===== src/isaPkg.sv =====
package isaPkg;

  // major opcodes, RV32 encoding
  localparam logic [6:0] OPCODE_ALU     = 7'b0110011;
  localparam logic [6:0] OPCODE_ALU_IMM = 7'b0010011;
  localparam logic [6:0] OPCODE_BRANCH  = 7'b1100011;
  localparam logic [6:0] OPCODE_JUMP    = 7'b1101111;
  localparam logic [6:0] OPCODE_LOAD    = 7'b0000011;
  localparam logic [6:0] OPCODE_STORE   = 7'b0100011;

  localparam logic [6:0] FUNCT7_BASE = 7'b0000000; // add, or, and
  localparam logic [6:0] FUNCT7_SUB  = 7'b0100000;
  localparam logic [6:0] FUNCT7_MUL  = 7'b0000001; // M extension, low word only

  localparam logic [2:0] FUNCT3_ADD = 3'b000; // also addi, sub and mul
  localparam logic [2:0] FUNCT3_OR  = 3'b110;
  localparam logic [2:0] FUNCT3_AND = 3'b111;

  localparam logic [31:0] EXC_NONE    = 32'd0;
  localparam logic [31:0] EXC_ILLEGAL = 32'd1;

  typedef struct packed {
    logic [6:0] funct7;
    logic [4:0] rs2;
    logic [4:0] rs1;
    logic [2:0] funct3;
    logic [4:0] rd;
    logic [6:0] opcode;
  } rType_t;

  typedef struct packed {
    logic [11:0] imm12;
    logic [4:0]  rs1;
    logic [2:0]  funct3;
    logic [4:0]  rd;
    logic [6:0]  opcode;
  } iType_t;

  // store splits its immediate around rs2/rs1
  typedef struct packed {
    logic [6:0] immHi;
    logic [4:0] rs2;
    logic [4:0] rs1;
    logic [2:0] funct3;
    logic [4:0] immLo;
    logic [6:0] opcode;
  } sType_t;

  // opcode sits in the same bits in every view
  typedef union packed {
    rType_t rView;
    iType_t iView;
    sType_t sView;
  } instrWord_t;

  typedef enum logic [2:0] {
    OP_ADD     = 3'd0,
    OP_SUB     = 3'd1,
    OP_MUL     = 3'd2,
    OP_OR      = 3'd3,
    OP_AND     = 3'd4,
    OP_PASS    = 3'd5, // jump, operand A straight through
    OP_ILLEGAL = 3'd6
  } aluOp_t;

endpackage


===== src/execPkg.sv =====
package execPkg;
  import isaPkg::*;

  localparam int NUM_LANES  = 4;
  localparam int ROB_DEPTH  = 8; // power of two, >= NUM_LANES + 4
  localparam int TAG_WIDTH  = 8;
  localparam int SEQ_WIDTH  = $clog2(ROB_DEPTH);
  localparam int LANE_WIDTH = $clog2(NUM_LANES);

  // 104 bits
  typedef struct packed {
    instrWord_t           instr;
    logic [31:0]          rs1Val;
    logic [31:0]          rs2Val;
    logic [TAG_WIDTH-1:0] tag;
  } issueReq_t;

  typedef struct packed {
    aluOp_t               op;
    logic [31:0]          operandA;
    logic [31:0]          operandB;
    logic [TAG_WIDTH-1:0] tag;
    logic [SEQ_WIDTH-1:0] seq; // reorder slot index
  } laneOp_t;

  typedef struct packed {
    logic [31:0]          value;
    logic                 zero;
    logic [31:0]          exceptionCode;
    logic [TAG_WIDTH-1:0] tag;
    logic [SEQ_WIDTH-1:0] seq;
  } laneResult_t;

  typedef struct packed {
    logic [31:0]          value;
    logic                 zero;
    logic [31:0]          exceptionCode;
    logic [TAG_WIDTH-1:0] tag;
  } execResult_t;

endpackage


===== src/resultReorder.sv =====
`timescale 1ns/1ps

module resultReorder import execPkg::*; (
  input  logic                 clk,
  input  logic                 rst,
  input  logic [NUM_LANES-1:0] doneValid,
  input  laneResult_t          done [NUM_LANES],
  output logic                 resultValid,
  output execResult_t          result
);

  logic [ROB_DEPTH-1:0] slotFilled;
  execResult_t slotData [ROB_DEPTH];
  logic [SEQ_WIDTH-1:0] headPtr; // next seq to retire
  logic headReady;

  assign headReady = slotFilled[headPtr];

  // filled bits and head pointer
  always_ff @(posedge clk) begin
    if (rst) begin
      slotFilled  <= '0;
      headPtr     <= '0;
      resultValid <= 1'b0;
    end else begin
      resultValid <= headReady;
      if (headReady) begin
        slotFilled[headPtr] <= 1'b0;
        headPtr <= headPtr + 1'b1; // power-of-two depth wraps on its own
      end
      // writes after the clear, so a refill of the head slot is kept
      for (int k = 0; k < NUM_LANES; k++) begin
        if (doneValid[k]) begin
          slotFilled[done[k].seq] <= 1'b1;
        end
      end
    end
  end

  // slot storage, any number of lanes may write in one cycle
  always_ff @(posedge clk) begin
    for (int k = 0; k < NUM_LANES; k++) begin
      if (doneValid[k]) begin
        slotData[done[k].seq] <= '{value:         done[k].value,
                                   zero:          done[k].zero,
                                   exceptionCode: done[k].exceptionCode,
                                   tag:           done[k].tag};
      end
    end
  end

  always_ff @(posedge clk) begin
    if (headReady) begin
      result <= slotData[headPtr];
    end
  end

endmodule


===== config.mk =====
export PLATFORM = sky130hd
export DESIGN_NAME = resultReorder
export DESIGN_NICKNAME = d
export VERILOG_FILES = /design/src/isaPkg.sv /design/src/execPkg.sv /design/src/resultReorder.sv
export SDC_FILE = /design/constraint.sdc
export NUM_CORES = 2
export LEC_CHECK = 0
export ABC_AREA = 0
export BUFFER_PORTS_ARGS = -buffer_cell sky130_fd_sc_hd__buf_2
export CORE_UTILIZATION = 40
export CTS_CLUSTER_SIZE = 30
export DETAILED_ROUTE_END_ITERATION = 10
export PLACE_DENSITY = 0.6
export SYNTH_ARGS = -nofsm -noshare
export SYNTH_HDL_FRONTEND = slang
export SYNTH_SLANG_ARGS = --single-unit

===== constraint.sdc =====
create_clock -name clk -period 7.2 [get_ports clk]
set_input_delay 1.44 -clock clk [delete_from_list [all_inputs] [get_ports clk]]
set_output_delay 1.44 -clock clk [all_outputs]
set_load 0.1 [all_outputs]

==> metrics.md <==
| Metric | Value |
|---|---|
| Worst endpoint required time | 7480 ps |
| Total gr overflow | 0 |
| Avg Cell Area, Syn | 9.60 um^2 |
| Worst-margin pin slew | 1280 ps |
| Dominant synthesized flop cell | edfxtp_1 |
| Share of cells above drive strength 1 | between 10% and 20% |
| Layout Utilization | 44.9% |
| Min Tclk post-route | between 4000 and 5000 ps |
| Mux contribution to synthesized area | 15.0% |
| Post-synth EDFFs | between 600 and 700 |
| Syn nets | 4864 |
| CTS resizes | 0 |
| Post-synthesis xor/xnor area fraction | 0% |
| Ys async rst share | 0% |
| Maximum vdd drop | 0.167 mV |
| Top cells by count, synth | nand2_1 (743), edfxtp_1 (657), o21ai_0 (651) |
| Max Clock Freq | 244 MHz |
| CTS tree | done |
| Final Hold Fails | 0 |
| Die width | 333 um |
| Hold Startpoint | slotFilled[1] |
| Slew HR | 14.3% |
| Cells along the critical path | buf_2 > nor2b_1 > and3_4 > nor2_1 > nand3_4 > buf_4 |
| Post-DRT Antenna Nets | 0 |
| Crit path kind | in -> reg |
| Area Overhead vs Synth | 10.6% |
| Final wirelength | 177000 um |
| RSZ-0062 raised after global routing | no |
| Slowest stage cell, crit path | and3_4 |
| Top delay family on crit path | simple AND/OR/NAND/NOR gates |
| Total track usage | 31.3% |
| Routed WL per cell | 29.3 um |
| Largest net degree at the start of global routing | between 100 and 150 |
| Via count | between 30000 and 40000 |
| P per Cell Area | 230 nW/um^2 |
| Largest family of logic cells by synthesized area | compound AO/OA/AOI/OAI gates |
| DP Wirelength | around 100000 um |
| Gpl congestion | 0.854 |
| Router iterations before antenna repair | 6 |
| Post-synthesis sequential area ratio | 45.7% |
| CP Launch Type | primary input |
| Post-Synthesis Cells | 4553 |
| Drt initial violations | between 4000 and 5000 |
| Port Buffers | 383 |
| Die area | between 100000 and 150000 um^2 |
| Final nets | 4855 |
| Crit end category | flop |
| CP Max Fanout | 39 |
| Post-CTS Setup Bufs | 0 |
| Crit path buffers/inverters | 2 |
| Hold path depth | 2 |
| Static leakage | 16.9 nW |
| Synth top area share | 45.1% |
| Clock root buffer | clkbuf_16 |
| Initial Util | between 40% and 50% |
| Int Pwr | 0.00784 W |
| Sequential fraction of design power | between 40 and 50% |
| Synth cell types | 38 |
| Critical R2R Launch | headPtr[0] |
| Via/cell ratio | 6.35 |
| Complex-gate fraction of the synthesized area | approximately a fifth |
| DR DRC count | 0 |
| Clock net sink count | around 670 |
| Fin crit share | 56.8% |
| FF/Latch Area | 20000 um^2 |
| Post-route setup TNS | 0 ps |
| CP arrival | 4380 ps |
| Post-synthesis register bit count | 669 |
| Vias in the first global route | 37114 |
| Cts bufs inserted | 82 |
| Clk pwr share | 36.7% |
| Synth warn | 0 |
| Worst Reg-to-Reg Cells | 6 |
| Reg2reg end | result[27] |
| # IOs | 384 |
| Outcome | completed |
| # setup viols final | 0 |
| Most common cell in the synthesized netlist | nand2_1 |
| Worst-Skew Late Latency | 660 ps |
| Post-CTS Hold Buffers | 0 |
| Combinational Power Share | 18.7% |
| Worst min path class | reg -> reg |
| Final Skew | 28.2 ps |
| First-pass GRT wire length | approximately 260000 um |
| # fillers | 10102 |
| Initial antenna violation count | 61 |
| Synthesized area | 43700 um^2 |
| Slew Limit Fails | 0 |
| Clock tree buffer depth | 3 |
| Site Rows | 120 |
| CTS H-tree lvls | 3 |
| CP peak stage delay | about 760 ps |
| Synth Area in Simple Gates | 13.5% |
| Max Cap Violations | 0 |
| Sw frac | 29.4% |
| Clk slew on worst S/H paths | ~60 ps |
| Synth Area in Adders | 0.0286% |
| Die H | approximately 330 um |
| Cell taking the most area after synthesis | edfxtp_1 |
| CORE AREA | ~110000 um^2 |
| R2r setup slk | 3320 ps |
| WHS Endpoint | slotFilled[1] |
| NetSw | approximately 0.0033 W |
| Top cells by area, synth | edfxtp_1 (45%), mux4_2 (7.5%), o21ai_0 (7.5%), nand2_1 (6.4%), o21ai_1 (5.2%) |
| Footprint of the multi-input gates | 21500 um^2 |
[worst register-to-register path: cells and delay by family, from the launching register on]
family,cells,cell delay [ps]
simple gates,2,310
buf+inv,3,1890
flops,1,970
compound gates,1,270
[worst max-delay path by stage]
stage,end,from,slack (ps),cells past startpoint
floorplan,slotData[7][0],done[228],1480,2
global placement,slotData[6][69],doneValid[2],2570,6
detailed placement,slotData[6][71],doneValid[2],2490,6
finish,slotData[6][65],doneValid[2],3110,6
CTS,slotData[6][5],doneValid[2],3150,6
global route,slotData[6][66],doneValid[2],2960,6
[sequential cells by signal, summed over array words and instances, names as in the netlist]
signal / count
headPtr: 3
result: 73
resultValid: 1
slotData: 584
slotFilled: 8
[power groups by stage]
stage | Combinational (W) | Clock (W) | Sequential (W)
global route | 0.00221 | 0.00422 | 0.00499
finish | 0.00208 | 0.00407 | 0.00496
detailed placement | 0.00205 | 0 | 0.00504
floorplan | 0.00120 | 0 | 0.00523
CTS | 0.00206 | 0.00410 | 0.00496
global placement | 0.00202 | 0 | 0.00502
[placed cells by master (no fill, tap or decap), types with 19 or more instances in the layout]
| master | count |
|---|---|
| mux2i_1 | 77 |
| nor2b_1 | 299 |
| mux2_1 | 60 |
| buf_4 | 66 |
| buf_2 | 383 |
| edfxtp_1 | 657 |
| o21ai_1 | 455 |
| diode_2 | 41 |
| nand2_1 | 737 |
| a21o_1 | 73 |
| a211oi_1 | 292 |
| mux2_2 | 161 |
| clkbuf_16 | 83 |
| a21oi_1 | 81 |
| o21ai_0 | 651 |
| clkbuf_1 | 20 |
| nor2_1 | 229 |
| clkinv_1 | 19 |
| mux4_2 | 146 |
[layout make-up]
type                       count  area share (%)
antenna                       41           0.212
tap                         1403            3.63
inverter                      10           0.119
timing repair buffer         452            5.11
clock inverter                42           0.699
clock buffer                 105            4.51
multi-input combinational   3329            44.4
sequential                   669            41.3
[metrics by stage]
stage | hold slack [ps] | instances | power, W | instance area, um^2 | setup WS, ps
3_5_place_dp | 472 | 5863 | 0.00709 | 45700 | 2490
4_1_cts | 482 | 6010 | 0.0111 | 48200 | 3150
5_1_grt | 512 | 6043 | 0.0114 | 48300 | 2960
6_report | 484 | 6051 | 0.0111 | 48400 | 3110
3_3_place_gp | 471 | 5863 | 0.00705 | 45700 | 2570
2_1_floorplan | 454 | 4553 | 0.00642 | 43700 | 1480
[routing by layer]
layer  share of wire [%]  global-route usage (%)
met5               0.059                       0
met4                 4.6                    17.3
met3                  10                    5.94
met2                  47                    50.5
met1                  38                    39.5
[cells by family (layout without fill, tap and decap cells)]
kind of cell               after synthesis  count (layout)
AOI/OAI and AO/OA                     1557            1557
and+or+nand+nor                       1327            1327
buffers and inverters                  555             609
muxes                                  444             444
DFF                                    669             669
adders and majority gates                1               1
other                                    0              41
Power figures use the tool's default switching activity.
