<file path="config.mk">
export PLATFORM = sky130hd
export DESIGN_NAME = aluLane
export DESIGN_NICKNAME = d
export VERILOG_FILES = /design/src/isaPkg.sv /design/src/execPkg.sv /design/src/aluLane.sv
export SDC_FILE = /design/constraint.sdc
export NUM_CORES = 2
export LEC_CHECK = 0
export ABC_AREA = 1
export ABC_CLOCK_PERIOD_IN_PS = 16500
export BUFFER_PORTS_ARGS = -buffer_cell sky130_fd_sc_hd__buf_2
export CAP_MARGIN = 0
export CORE_ASPECT_RATIO = 0.7
export CORE_MARGIN = 2
export CORE_UTILIZATION = 25
export DETAILED_ROUTE_END_ITERATION = 16
export HOLD_SLACK_MARGIN = 0.12
export SLEW_MARGIN = 20
export SYNTH_ARGS = -nofsm -noshare
export SYNTH_HDL_FRONTEND = slang
export SYNTH_SLANG_ARGS = --single-unit
</file>
<file path="constraint.sdc">
create_clock -name clk -period 16.5 [get_ports clk]
set_input_delay 1.65 -clock clk [delete_from_list [all_inputs] [get_ports clk]]
set_output_delay 1.65 -clock clk [all_outputs]
set_load 0.02 [all_outputs]
</file>
<file path="src/isaPkg.sv">
package isaPkg;

  // major opcodes, RV32 encoding
  localparam logic [6:0] OPCODE_ALU     = 7'b0110011;
  localparam logic [6:0] OPCODE_ALU_IMM = 7'b0010011;
  localparam logic [6:0] OPCODE_BRANCH  = 7'b1100011;
  localparam logic [6:0] OPCODE_JUMP    = 7'b1101111;
  localparam logic [6:0] OPCODE_LOAD    = 7'b0000011;
  localparam logic [6:0] OPCODE_STORE   = 7'b0100011;

  localparam logic [6:0] FUNCT7_BASE = 7'b0000000; // add, or, and
  localparam logic [6:0] FUNCT7_SUB  = 7'b0100000;
  localparam logic [6:0] FUNCT7_MUL  = 7'b0000001; // M extension, low word only

  localparam logic [2:0] FUNCT3_ADD = 3'b000; // also addi, sub and mul
  localparam logic [2:0] FUNCT3_OR  = 3'b110;
  localparam logic [2:0] FUNCT3_AND = 3'b111;

  localparam logic [31:0] EXC_NONE    = 32'd0;
  localparam logic [31:0] EXC_ILLEGAL = 32'd1;

  typedef struct packed {
    logic [6:0] funct7;
    logic [4:0] rs2;
    logic [4:0] rs1;
    logic [2:0] funct3;
    logic [4:0] rd;
    logic [6:0] opcode;
  } rType_t;

  typedef struct packed {
    logic [11:0] imm12;
    logic [4:0]  rs1;
    logic [2:0]  funct3;
    logic [4:0]  rd;
    logic [6:0]  opcode;
  } iType_t;

  // store splits its immediate around rs2/rs1
  typedef struct packed {
    logic [6:0] immHi;
    logic [4:0] rs2;
    logic [4:0] rs1;
    logic [2:0] funct3;
    logic [4:0] immLo;
    logic [6:0] opcode;
  } sType_t;

  // opcode sits in the same bits in every view
  typedef union packed {
    rType_t rView;
    iType_t iView;
    sType_t sView;
  } instrWord_t;

  typedef enum logic [2:0] {
    OP_ADD     = 3'd0,
    OP_SUB     = 3'd1,
    OP_MUL     = 3'd2,
    OP_OR      = 3'd3,
    OP_AND     = 3'd4,
    OP_PASS    = 3'd5, // jump, operand A straight through
    OP_ILLEGAL = 3'd6
  } aluOp_t;

endpackage

</file>
<file path="src/execPkg.sv">
package execPkg;
  import isaPkg::*;

  localparam int NUM_LANES  = 4;
  localparam int ROB_DEPTH  = 8; // power of two, >= NUM_LANES + 4
  localparam int TAG_WIDTH  = 8;
  localparam int SEQ_WIDTH  = $clog2(ROB_DEPTH);
  localparam int LANE_WIDTH = $clog2(NUM_LANES);

  // 104 bits
  typedef struct packed {
    instrWord_t           instr;
    logic [31:0]          rs1Val;
    logic [31:0]          rs2Val;
    logic [TAG_WIDTH-1:0] tag;
  } issueReq_t;

  typedef struct packed {
    aluOp_t               op;
    logic [31:0]          operandA;
    logic [31:0]          operandB;
    logic [TAG_WIDTH-1:0] tag;
    logic [SEQ_WIDTH-1:0] seq; // reorder slot index
  } laneOp_t;

  typedef struct packed {
    logic [31:0]          value;
    logic                 zero;
    logic [31:0]          exceptionCode;
    logic [TAG_WIDTH-1:0] tag;
    logic [SEQ_WIDTH-1:0] seq;
  } laneResult_t;

  typedef struct packed {
    logic [31:0]          value;
    logic                 zero;
    logic [31:0]          exceptionCode;
    logic [TAG_WIDTH-1:0] tag;
  } execResult_t;

endpackage

</file>
<file path="src/aluLane.sv">
`timescale 1ns/1ps

module aluLane import isaPkg::*, execPkg::*; (
  input  logic        clk,
  input  logic        rst,
  input  logic        laneValid,
  input  laneOp_t     laneOp,
  output logic        doneValid,
  output laneResult_t done
);

  logic isMul;
  logic zeroFlag;
  logic [31:0] aluValue;
  logic [31:0] aluExc;

  // multiply pipeline, two inner stages plus the shared output register
  logic mulValid1;
  logic mulValid2;
  laneOp_t mulOp1;
  logic mulZero1;
  laneResult_t mulRes2;

  assign isMul    = (laneOp.op == OP_MUL);
  assign zeroFlag = (laneOp.operandA == laneOp.operandB);

  always_comb begin
    case (laneOp.op)
      OP_ADD:  aluValue = laneOp.operandA + laneOp.operandB;
      OP_SUB:  aluValue = laneOp.operandA - laneOp.operandB;
      OP_OR:   aluValue = laneOp.operandA | laneOp.operandB;
      OP_AND:  aluValue = laneOp.operandA & laneOp.operandB;
      OP_PASS: aluValue = laneOp.operandA;
      default: aluValue = '0; // illegal, mul goes the long way
    endcase
  end

  assign aluExc = (laneOp.op == OP_ILLEGAL) ? EXC_ILLEGAL : EXC_NONE;

  always_ff @(posedge clk) begin
    if (rst) begin
      mulValid1 <= 1'b0;
      mulValid2 <= 1'b0;
      doneValid <= 1'b0;
    end else begin
      mulValid1 <= laneValid && isMul;
      mulValid2 <= mulValid1;
      doneValid <= mulValid2 || (laneValid && !isMul);
    end
  end

  always_ff @(posedge clk) begin
    if (laneValid && isMul) begin
      mulOp1   <= laneOp;
      mulZero1 <= zeroFlag; // flag travels with the product
    end
    if (mulValid1) begin
      mulRes2 <= '{value:         mulOp1.operandA * mulOp1.operandB,
                   zero:          mulZero1,
                   exceptionCode: EXC_NONE,
                   tag:           mulOp1.tag,
                   seq:           mulOp1.seq};
    end
  end

  // merge point, a lane never has both paths finishing together
  always_ff @(posedge clk) begin
    if (mulValid2) begin
      done <= mulRes2;
    end else if (laneValid) begin
      done <= '{value:         aluValue,
                zero:          zeroFlag,
                exceptionCode: aluExc,
                tag:           laneOp.tag,
                seq:           laneOp.seq};
    end
  end

endmodule

</file>
==> impl_results.rst <==
.. list-table::
   :header-rows: 1

   * - Metric
     - Value
   * - Int Pwr
     - 0.002825 W
   * - Sum of overflow across all layers after global routing
     - 0
   * - Critical path arrival
     - 7.63 ns
   * - RePlAce Congestion
     - 0.9639
   * - Post-synth top area share
     - 29.14%
   * - Most frequently used flop master after synthesis
     - edfxtp_1
   * - Vias in the first global route
     - 22880
   * - Number of cell rows
     - 102
   * - Skew-Pair Late Insertion Delay
     - 0.47 ns
   * - Die footprint
     - 0.1154 mm^2
   * - Layout overhead on the synthesized area
     - 9.248%
   * - Proportion of power drawn by flip-flops and latches
     - 12.4%
   * - Clock tree from TritonCTS
     - built
   * - Area leader, netlist
     - fa_1
   * - Overall global routing resource usage
     - 16.34%
   * - Worst setup path start
     - mulOp1[18]
   * - Post-detailed-route count of antenna-violating nets
     - 0
   * - Number of synthesis warnings
     - 0
   * - Minimum clock period after layout
     - 7.397 ns
   * - Synth unique cells
     - 53
   * - CTS clk-pin slew, worst paths
     - 0.10 ns
   * - Maximum number of pins on one net before global-route repair
     - 65
   * - Total core area
     - 0.1112 mm^2
   * - Via Count
     - 23030
   * - #FFs+latches synth
     - 168
   * - VDD IR max
     - 0.3740 mV
   * - Number of ports placed on the die boundary
     - 158
   * - Number of hold-repair buffers added at the cts stage
     - 0
   * - Actual slew at the worst max-slew pin
     - 1.214 ns
   * - Leakage power
     - 16.86 nW
   * - Most frequent cells after synthesis
     - nand2_1, inv_1, fa_1
   * - Startpoint type of the worst setup path
     - register
   * - Routed wirelength normalized by instance count
     - 18.05 um
   * - RSZ-0062 raised after global routing
     - no
   * - Path class of the lowest-slack min-delay path
     - reg -> reg
   * - Final design area excluding fillers
     - 0.03077 mm^2
   * - Number of nets in the layout
     - 4377
   * - Total routed wirelength
     - 93660 um
   * - Buffer count from post-CTS setup fixing
     - 0
   * - Cts repair resizes
     - 0
   * - Slew margin rel.
     - 19.04%
   * - Placement-stage cell area
     - 0.03013 mm^2
   * - Type of the worst setup path
     - reg -> reg
   * - # clock sinks
     - 168
   * - Die Span Y
     - 284.8 um
   * - Initial detailed-routing violation count
     - 2375
   * - Setup_tns
     - 0 ns
   * - Die Width
     - 405.2 um
   * - Cells after synthesis
     - 3639
   * - Register area share after synthesis
     - 17.80%
   * - First-pass GRT wire length
     - 142900 um
   * - Combinational fraction of design power
     - 80.5%
   * - Async S/R FF share, synth
     - 0%
   * - Port Buffers
     - 126
   * - Drt pass-1 iters
     - 8
   * - Number of antenna violations at the first check in global routing
     - 5
   * - Post-synth design cell area
     - 0.02817 mm^2
   * - Number of buffers on the longest clock path
     - 2
   * - Fraction of layout cells with a size suffix above 1
     - 6.357%
   * - Via/cell ratio
     - 4.438
   * - Outcome
     - finished clean
   * - Most common cell in the synthesized netlist
     - nand2_1
   * - # H-tree levels
     - 4
   * - Top achievable clock speed
     - 135.2 MHz
   * - Reported net switching power
     - 0.003366 W
   * - Maximum clock skew at final layout
     - 0.02035 ns
   * - Crit path required time
     - 16.73 ns
   * - Final-report hold violation count
     - 0
   * - Critical Path Sink Type
     - register
   * - Fraction of power spent switching nets
     - 54.37%
   * - Final cycle utilization of the critical path
     - 44.83%
   * - Critical hold path startpoint
     - mulOp1[10]
   * - Worst r2r src
     - mulOp1[18]
   * - Number of buffers inserted during clock tree synthesis
     - 17
   * - Maximum capacitance violations
     - 0
   * - Clock Root Buffer
     - clkbuf_16
   * - DRC errors left
     - 0
   * - Worst Path Max Fanout
     - 26
   * - Avg Inst Size Synth
     - 7.741 um^2
   * - Power density cells
     - 201.2 mW/mm^2
   * - Synth top area cells
     - fa_1, edfxtp_1, nand2_1, inv_1, ha_1
   * - Clk pwr share
     - 7.1%
   * - Number of enable flip-flop cells after synthesis
     - 165
   * - Detail Placement HPWL
     - 77830 um
   * - Fin. max-slew vios
     - 0
   * - Starting utilization of the core area
     - 25.34%
   * - Number of setup violations in the final report
     - 0
==> path summary, 6_finish.rpt <==
path | to | slack, ns | depth (start not counted)
max reg2reg | mulRes2[73] | 9.10 | 22
min | mulRes2[10] | 0.42 | 0
min reg2reg | mulRes2[10] | 0.42 | 0
max | mulRes2[73] | 9.10 | 22
==> stage by stage <==
| step | setup slack (ns) | hold slack, ns | power [W] | utilization [%] | instances |
|---|---|---|---|---|---|
| 2_1_floorplan | 9.897 | 0.4003 | 0.004112 | - | 3669 |
| 3_3_place_gp | 9.265 | 0.4016 | 0.005550 | 27.10 | 5157 |
| 3_5_place_dp | 9.157 | 0.4057 | 0.005628 | 27.11 | 5157 |
| 4_1_cts | 9.169 | 0.4242 | 0.006085 | 27.68 | 5189 |
| 5_1_grt | 8.804 | 0.4322 | 0.006745 | 27.68 | 5190 |
| 6_report | 9.103 | 0.4243 | 0.006191 | 27.68 | 5190 |
==> routing by layer <==
layer,track usage [%],vias to the layer above,wire length (um)
met4,2.108,8,961
met3,7.033,76,12230
met5,0,-,55
met1,24.94,11230,45320
met2,21.26,883,35090
li1,-,10830,-
==> power by group through the flow <==
stage	Combinational [W]	Sequential (W)	Clock (W)
2_1_floorplan	0.00334	0.000774	0
6_report	0.00498	0.000768	0.000441
3_5_place_dp	0.00485	0.000779	0
4_1_cts	0.00487	0.000769	0.000450
3_3_place_gp	0.00477	0.000778	0
5_1_grt	0.00551	0.000772	0.000465
==> critical path, cell delays in order (launching register included) <==
cell	delay, ns
edfxtp_1	1.03
nand2_1	0.15
inv_1	0.11
fa_1	0.43
fa_1	0.49
fa_1	0.52
inv_1	0.05
fa_1	0.55
inv_1	0.08
fa_1	0.50
inv_1	0.05
fa_1	0.53
inv_1	0.05
fa_1	0.49
fa_1	0.42
ha_1	0.35
a21oi_1	0.23
o21ai_0	0.14
a21oi_1	0.31
nand3_1	0.21
a21o_1	0.22
a21oi_1	0.15
xnor2_1	0.08
==> cell type report <==
class                      instances  area (um^2)
timing repair buffer             157        863.3
sequential                       168         5020
clock inverter                    15        211.5
antenna                            1        2.502
clock buffer                      17        425.4
inverter                         950         3566
fill                           12130        80390
tap                             1508         1887
multi-input combinational       2374        18800
==> cells by family (layout without fill, tap and decap cells) <==
family                   Yosys count  after routing  synth area share (%)
buffers and inverters           1127           1139                 15.92
other                              1             32               0.01331
adder cells (fa/ha/maj)          628            628                 38.82
flip-flops                       168            168                 17.80
AO/OA/AOI/OAI                    319            319                 6.636
XOR/XNOR                          40             40                 1.244
AND/OR/NAND/NOR                 1356           1356                 19.56
==> cells in the final DEF (no fill, tap or decap), types with 5 or more instances in the layout <==
cell type     n
fa_1        410
buf_4        31
nand4_1      22
nand3_1     151
nor3_1       11
a21boi_0     14
a21o_1       18
nor4_1        5
xor2_1       25
o21a_1        5
ha_1        218
o21bai_1     12
nor2_2        6
nand2_2       8
inv_2         5
edfxtp_1    165
buf_2       126
conb_1       31
a21oi_2       6
nor2_1      124
inv_1       942
nand2_1    1005
o21ai_1       8
o21ai_0      66
clkinv_8      6
nand3b_1      9
xnor2_1      15
o211ai_1      7
a31oi_1       7
o22ai_1      32
a21oi_1     129
clkbuf_16    17
==> state kept, by name (all words and copies together) (netlist names) <==
| name | count |
|---|---|
| mulValid2 | 1 |
| doneValid | 1 |
| mulZero1 | 1 |
| done | 45 |
| mulOp1 | 75 |
| mulRes2 | 44 |
| mulValid1 | 1 |
Power figures use the tool's default switching activity.
