==> src/isaPkg.sv <==
package isaPkg;

  // major opcodes, RV32 encoding
  localparam logic [6:0] OPCODE_ALU     = 7'b0110011;
  localparam logic [6:0] OPCODE_ALU_IMM = 7'b0010011;
  localparam logic [6:0] OPCODE_BRANCH  = 7'b1100011;
  localparam logic [6:0] OPCODE_JUMP    = 7'b1101111;
  localparam logic [6:0] OPCODE_LOAD    = 7'b0000011;
  localparam logic [6:0] OPCODE_STORE   = 7'b0100011;

  localparam logic [6:0] FUNCT7_BASE = 7'b0000000; // add, or, and
  localparam logic [6:0] FUNCT7_SUB  = 7'b0100000;
  localparam logic [6:0] FUNCT7_MUL  = 7'b0000001; // M extension, low word only

  localparam logic [2:0] FUNCT3_ADD = 3'b000; // also addi, sub and mul
  localparam logic [2:0] FUNCT3_OR  = 3'b110;
  localparam logic [2:0] FUNCT3_AND = 3'b111;

  localparam logic [31:0] EXC_NONE    = 32'd0;
  localparam logic [31:0] EXC_ILLEGAL = 32'd1;

  typedef struct packed {
    logic [6:0] funct7;
    logic [4:0] rs2;
    logic [4:0] rs1;
    logic [2:0] funct3;
    logic [4:0] rd;
    logic [6:0] opcode;
  } rType_t;

  typedef struct packed {
    logic [11:0] imm12;
    logic [4:0]  rs1;
    logic [2:0]  funct3;
    logic [4:0]  rd;
    logic [6:0]  opcode;
  } iType_t;

  // store splits its immediate around rs2/rs1
  typedef struct packed {
    logic [6:0] immHi;
    logic [4:0] rs2;
    logic [4:0] rs1;
    logic [2:0] funct3;
    logic [4:0] immLo;
    logic [6:0] opcode;
  } sType_t;

  // opcode sits in the same bits in every view
  typedef union packed {
    rType_t rView;
    iType_t iView;
    sType_t sView;
  } instrWord_t;

  typedef enum logic [2:0] {
    OP_ADD     = 3'd0,
    OP_SUB     = 3'd1,
    OP_MUL     = 3'd2,
    OP_OR      = 3'd3,
    OP_AND     = 3'd4,
    OP_PASS    = 3'd5, // jump, operand A straight through
    OP_ILLEGAL = 3'd6
  } aluOp_t;

endpackage

==> src/execPkg.sv <==
package execPkg;
  import isaPkg::*;

  localparam int NUM_LANES  = 4;
  localparam int ROB_DEPTH  = 8; // power of two, >= NUM_LANES + 4
  localparam int TAG_WIDTH  = 8;
  localparam int SEQ_WIDTH  = $clog2(ROB_DEPTH);
  localparam int LANE_WIDTH = $clog2(NUM_LANES);

  // 104 bits
  typedef struct packed {
    instrWord_t           instr;
    logic [31:0]          rs1Val;
    logic [31:0]          rs2Val;
    logic [TAG_WIDTH-1:0] tag;
  } issueReq_t;

  typedef struct packed {
    aluOp_t               op;
    logic [31:0]          operandA;
    logic [31:0]          operandB;
    logic [TAG_WIDTH-1:0] tag;
    logic [SEQ_WIDTH-1:0] seq; // reorder slot index
  } laneOp_t;

  typedef struct packed {
    logic [31:0]          value;
    logic                 zero;
    logic [31:0]          exceptionCode;
    logic [TAG_WIDTH-1:0] tag;
    logic [SEQ_WIDTH-1:0] seq;
  } laneResult_t;

  typedef struct packed {
    logic [31:0]          value;
    logic                 zero;
    logic [31:0]          exceptionCode;
    logic [TAG_WIDTH-1:0] tag;
  } execResult_t;

endpackage

==> src/issueDecoder.sv <==
`timescale 1ns/1ps

module issueDecoder import isaPkg::*, execPkg::*; (
  input  logic                 clk,
  input  logic                 rst,
  input  logic                 issueValid,
  input  issueReq_t            issueReq,
  output logic [NUM_LANES-1:0] laneValid,
  output laneOp_t              laneOp [NUM_LANES]
);

  instrWord_t instr;
  aluOp_t decOp;
  logic [31:0] decB;
  logic [31:0] immI;
  logic [31:0] immS;
  logic [LANE_WIDTH-1:0] lanePtr;
  logic [SEQ_WIDTH-1:0] seqCnt;

  assign instr = issueReq.instr;

  // sign-extended immediates from the two views
  assign immI = {{20{instr.iView.imm12[11]}}, instr.iView.imm12};
  assign immS = {{20{instr.sView.immHi[6]}}, instr.sView.immHi, instr.sView.immLo};

  always_comb begin
    decOp = OP_ILLEGAL;
    decB  = issueReq.rs2Val;
    case (instr.rView.opcode)
      OPCODE_ALU: begin
        case (instr.rView.funct7)
          FUNCT7_BASE: begin
            case (instr.rView.funct3)
              FUNCT3_ADD: decOp = OP_ADD;
              FUNCT3_OR:  decOp = OP_OR;
              FUNCT3_AND: decOp = OP_AND;
              default:    decOp = OP_ILLEGAL;
            endcase
          end
          FUNCT7_SUB: begin
            if (instr.rView.funct3 == FUNCT3_ADD) decOp = OP_SUB;
          end
          FUNCT7_MUL: begin
            if (instr.rView.funct3 == FUNCT3_ADD) decOp = OP_MUL;
          end
          default: decOp = OP_ILLEGAL;
        endcase
      end
      OPCODE_ALU_IMM: begin
        if (instr.iView.funct3 == FUNCT3_ADD) decOp = OP_ADD; // addi only
        decB = immI;
      end
      OPCODE_BRANCH: decOp = OP_ADD; // target sum, zero flag does the compare
      OPCODE_LOAD: begin
        decOp = OP_ADD;
        decB  = immI;
      end
      OPCODE_STORE: begin
        decOp = OP_ADD;
        decB  = immS;
      end
      OPCODE_JUMP: decOp = OP_PASS;
      default: decOp = OP_ILLEGAL;
    endcase
  end

  always_ff @(posedge clk) begin
    if (rst) begin
      laneValid <= '0;
      lanePtr   <= '0;
      seqCnt    <= '0;
    end else begin
      laneValid <= '0;
      if (issueValid) begin
        laneValid[lanePtr] <= 1'b1;
        lanePtr <= (lanePtr == LANE_WIDTH'(NUM_LANES - 1)) ? '0 : lanePtr + 1'b1;
        seqCnt  <= seqCnt + 1'b1; // wraps at ROB_DEPTH
      end
    end
  end

  // only the strobed lane's slot changes
  always_ff @(posedge clk) begin
    if (issueValid) begin
      laneOp[lanePtr] <= '{op:       decOp,
                           operandA: issueReq.rs1Val,
                           operandB: decB,
                           tag:      issueReq.tag,
                           seq:      seqCnt};
    end
  end

endmodule

==> config.mk <==
export PLATFORM = sky130hd
export DESIGN_NAME = issueDecoder
export DESIGN_NICKNAME = d
export VERILOG_FILES = /design/src/isaPkg.sv /design/src/execPkg.sv /design/src/issueDecoder.sv
export SDC_FILE = /design/constraint.sdc
export NUM_CORES = 1
export LEC_CHECK = 0
export ABC_AREA = 1
export ABC_CLOCK_PERIOD_IN_PS = 3650
export BUFFER_PORTS_ARGS = -buffer_cell sky130_fd_sc_hd__buf_2
export CORE_AREA = 2 2 164 166
export DETAILED_ROUTE_END_ITERATION = 6
export DIE_AREA = 0 0 166 168
export GPL_ROUTABILITY_DRIVEN = 0
export PLACE_DENSITY = 0.71
export SLEW_MARGIN = 20
export SYNTH_ARGS = -nofsm -noshare
export SYNTH_HDL_FRONTEND = slang
export SYNTH_SLANG_ARGS = --single-unit
==> constraint.sdc <==
create_clock -name clk -period 3.65 [get_ports clk]
set_clock_uncertainty 0.1 [all_clocks]
set_input_delay 1.095 -clock clk [delete_from_list [all_inputs] [get_ports clk]]
set_output_delay 1.095 -clock clk [all_outputs]
set_load 0.05 [all_outputs]
==> summary.txt <==
Setup path
  – Critical path's top delay family: simple AND/OR/NAND/NOR gates
  – CP max FO: 38
  – Most frequent CP cell: inv_1
  – CP Cell Sequence: buf_2, nand2_1, inv_1, nand3_1, inv_1, nor2_4, o21ai_0
  – Crit-path slowest cell: nor2_4
  – Crit path capture type: flip-flop
  – Reg-to-reg startpoint: lanePtr[0]
  – Worst setup path start: issueReq[73]
  – Buf/Inv on CP: 3
  – Critical setup path kind: in -> reg
  – Critical path's largest stage delay: 840 ps
  – Worst path arrival time: 2830 ps
  – Startpoint Class: primary input
  – Required time of the worst setup path: 3750 ps

Routing
  – Drt pass-1 iters: 4
  – Met2 wire len: 12.53 mm
  – Wire per inst: 18.62 microns
  – DRC viols: 0
  – Metal-1 WL: 9.172 mm
  – Routed wl met3: 2.368 mm
  – DRT iter0 DRCs: 462
  – DR top layer: met5
  – DR vias/cell: 4.595
  – Drt total wl: 24.71 mm
  – Post-route ant nets: 0
  – Vias: 6098

Power and ir drop
  – Pleak: 0.005686 uW
  – Pwr/cell area: 575.9 nW/um^2
  – Peak supply drop: 0.3882 mV
  – Sw frac: 24.62%
  – Sequential share of power: 53.0%
  – Sw Pwr: 1974 uW
  – Clk network pwr share: 37.1%
  – Internal power: 6043 uW
  – Design Power: 8017 uW
  – Combinational share of power: 9.9%

Cells and area
  – Storage cell area: 9549 sq um
  – Multi-input logic area: 706.9 sq um
  – Final std cells w/o fill: 1327
  – Area grow syn2layout: 33.94%
  – Nets: 1072
  – Fillers: 2164
  – Share of cells above drive strength 1: 48.48%

Global route
  – First-pass GRT wire length: 36.22 mm
  – Vias in the first global route: 6129
  – Largest net degree at the start of global routing: 46
  – Antenna violations before repair: 3
  – Overall routing resource usage: 16.82%
  – Grt ovf: 0

Yosys
  – Syn Area/Cell: 20.42 sq um
  – Post-synthesis sequential area ratio: 91.87%
  – Compound-Gate Fraction of Synth Area: 0.7464%
  – Adder-cell share of the synthesized area: 0.6019%
  – Netlist Area Pre-Place: 10390 sq um
  – Synthesis-stage register bit count: 321
  – Synth unique cells: 20
  – Largest family of logic cells by synthesized area: simple AND/OR/NAND/NOR gates
  – Syn_nets: 621
  – Post-Synth Simple-Gate Area: 5.285%
  – Ys Warns: 0
  – Mapped Cells: 509
  – Multiplexer share of the synthesized area: 0%
  – Synth Area in XOR/XNOR: 0.08427%

Die
  – Die extent in y: 168 microns
  – Initial Util: 39.44%
  – Die width: 166 microns
  – Die area: 27890 sq um
  – FP Rows: 60
  – I/O pin cnt: 423
  – Core Area: 26350 sq um

Clock tree
  – Total CTS buffers: 31
  – Clk sinks: 321
  – Hold_buf cts: 0
  – Post-cts sizing count: 0
  – Clock Tree Root: clkbuf_16
  – CTS HTree Levels: 1
  – Setup bufs post-CTS: 0
  – Worst-case clock buffer depth: 3
  – CTS tree: done
  – Insertion delay to the later sink of the worst-skew pair: 550 ps
  – Clock-pin slew on the worst setup and hold paths: 60 ps

STA
  – RSZ-0062 raised after global routing: false
  – Slew Viols, Final: 0
  – Period utilisation layout: 74.98%
  – Hold Vio Cnt, Final: 0
  – Worst-margin pin slew: 1034 ps
  – Post-route setup TNS: 0 ps
  – Final worst setup slack: 913.2 ps
  – Tmin final: 2737 ps
  – Fmax: 0.3654 GHz
  – Slew margin rel.: 30.91%
  – Final Setup Violations: 0

Min path
  – Hold crit path type: reg -> reg
  – HP Start: seqCnt[2]

Run
  – Max-cap viol count: 0

Run status
  – Status: completed

Placed design
  – Post-place setup slack: 331.6 ps
  – DP Wirelength: 17.27 mm
  – Port Buffers: 417
  – Dpl cells: 1268
==> synthesized netlist by cell type <==
cell type  instances  area (sq um)
edfxtp_1         312          9369
nand2_1           95         356.6
inv_1             24         90.09
nor2_1            20         75.07
nand3_1           13         65.06
dfxtp_1            9         180.2
o21ai_0            7         35.03
a21oi_1            6         30.03
ha_1               5         62.56
buf_2              3         15.01
buf_6              3         33.78
clkbuf_1           2         7.510
nor2_2             2         12.51
nor3_1             2         10.01
a211oi_1           1         7.510
nor3_4             1         16.27
nor3b_1            1         7.510
o21ai_1            1         5.000
or2_2              1         6.260
xnor2_1            1         8.760
==> cells by family (layout without fill, tap and decap cells) <==
logic type | count (synthesis) | in the layout
fa+ha+maj | 5 | 5
buf+inv | 32 | 507
simple gates | 135 | 135
other cells | 0 | 2
compound gates | 15 | 15
xor+xnor | 1 | 1
flops | 321 | 321
==> metal layers <==
metal,global-route usage (%),up-vias
met2,29.62,320
met5,0,-
met1,19.77,2924
met3,5.313,50
met4,5.217,2
li1,-,2802
==> final cells by class <==
| cell class | count | area share, % |
|---|---|---|
| Antenna cell | 2 | 0.03595 |
| Tap cell | 341 | 3.065 |
| Multi-Input combinational cell | 156 | 5.078 |
| Timing Repair Buffer | 426 | 15.75 |
| Clock buffer | 34 | 5.653 |
| Clock inverter | 23 | 1.141 |
| Inverter | 24 | 0.6831 |
| Sequential cell | 321 | 68.60 |
==> registers in the layout (all words and copies together), names as in the netlist <==
register / cells
laneOp: 312
laneValid: 4
seqCnt: 3
lanePtr: 2
==> cell usage in the layout (no fill, tap or decap) <==
| cell | instances |
|---|---|
| a211oi_1 | 1 |
| a21oi_1 | 6 |
| buf_12 | 3 |
| buf_2 | 417 |
| buf_4 | 6 |
| bufinv_16 | 2 |
| clkbuf_1 | 3 |
| clkbuf_16 | 31 |
| clkinv_1 | 12 |
| clkinv_2 | 10 |
| clkinvlp_4 | 2 |
| dfxtp_1 | 9 |
| diode_2 | 2 |
| edfxtp_1 | 312 |
| ha_1 | 5 |
| inv_1 | 20 |
| inv_6 | 1 |
| nand2_1 | 95 |
| nand3_1 | 13 |
| nor2_1 | 20 |
| nor2_2 | 1 |
| nor2_4 | 1 |
| nor3_1 | 2 |
| nor3_4 | 1 |
| nor3b_1 | 1 |
| o21ai_0 | 7 |
| o21ai_2 | 1 |
| or2_2 | 1 |
| xnor2_1 | 1 |
==> worst paths after layout <==
kind	endpoint	slack, ps	cells after the start
worst max-delay path	laneOp[177]	910	7
worst min-delay path	laneOp[236]	430	0
worst max register to register	laneOp[285]	1660	5
worst min register to register	laneOp[236]	430	0
==> per-stage QoR <==
| step | hold WS [ps] | cell area, sq um | util, % |
|---|---|---|---|
| after CTS | 439.3 | 13920 | 52.81 |
| after floorplan | 382.2 | 10390 | - |
| final | 434.4 | 13920 | 52.83 |
| after global placement | 410.3 | 12970 | 49.22 |
| after global routing | 458.3 | 13920 | 52.83 |
| after detailed placement | 426.6 | 12970 | 49.22 |
==> power groups by stage <==
stage | combinational (uW) | sequential, uW | clock, uW
4_1_cts | 803 | 4250 | 3040
3_3_place_gp | 791 | 4320 | 0
2_1_floorplan | 106 | 4770 | 0
6_report | 797 | 4250 | 2970
3_5_place_dp | 802 | 4330 | 0
5_1_grt | 832 | 4260 | 3190
Note: power is estimated with default switching activity, not from simulation.
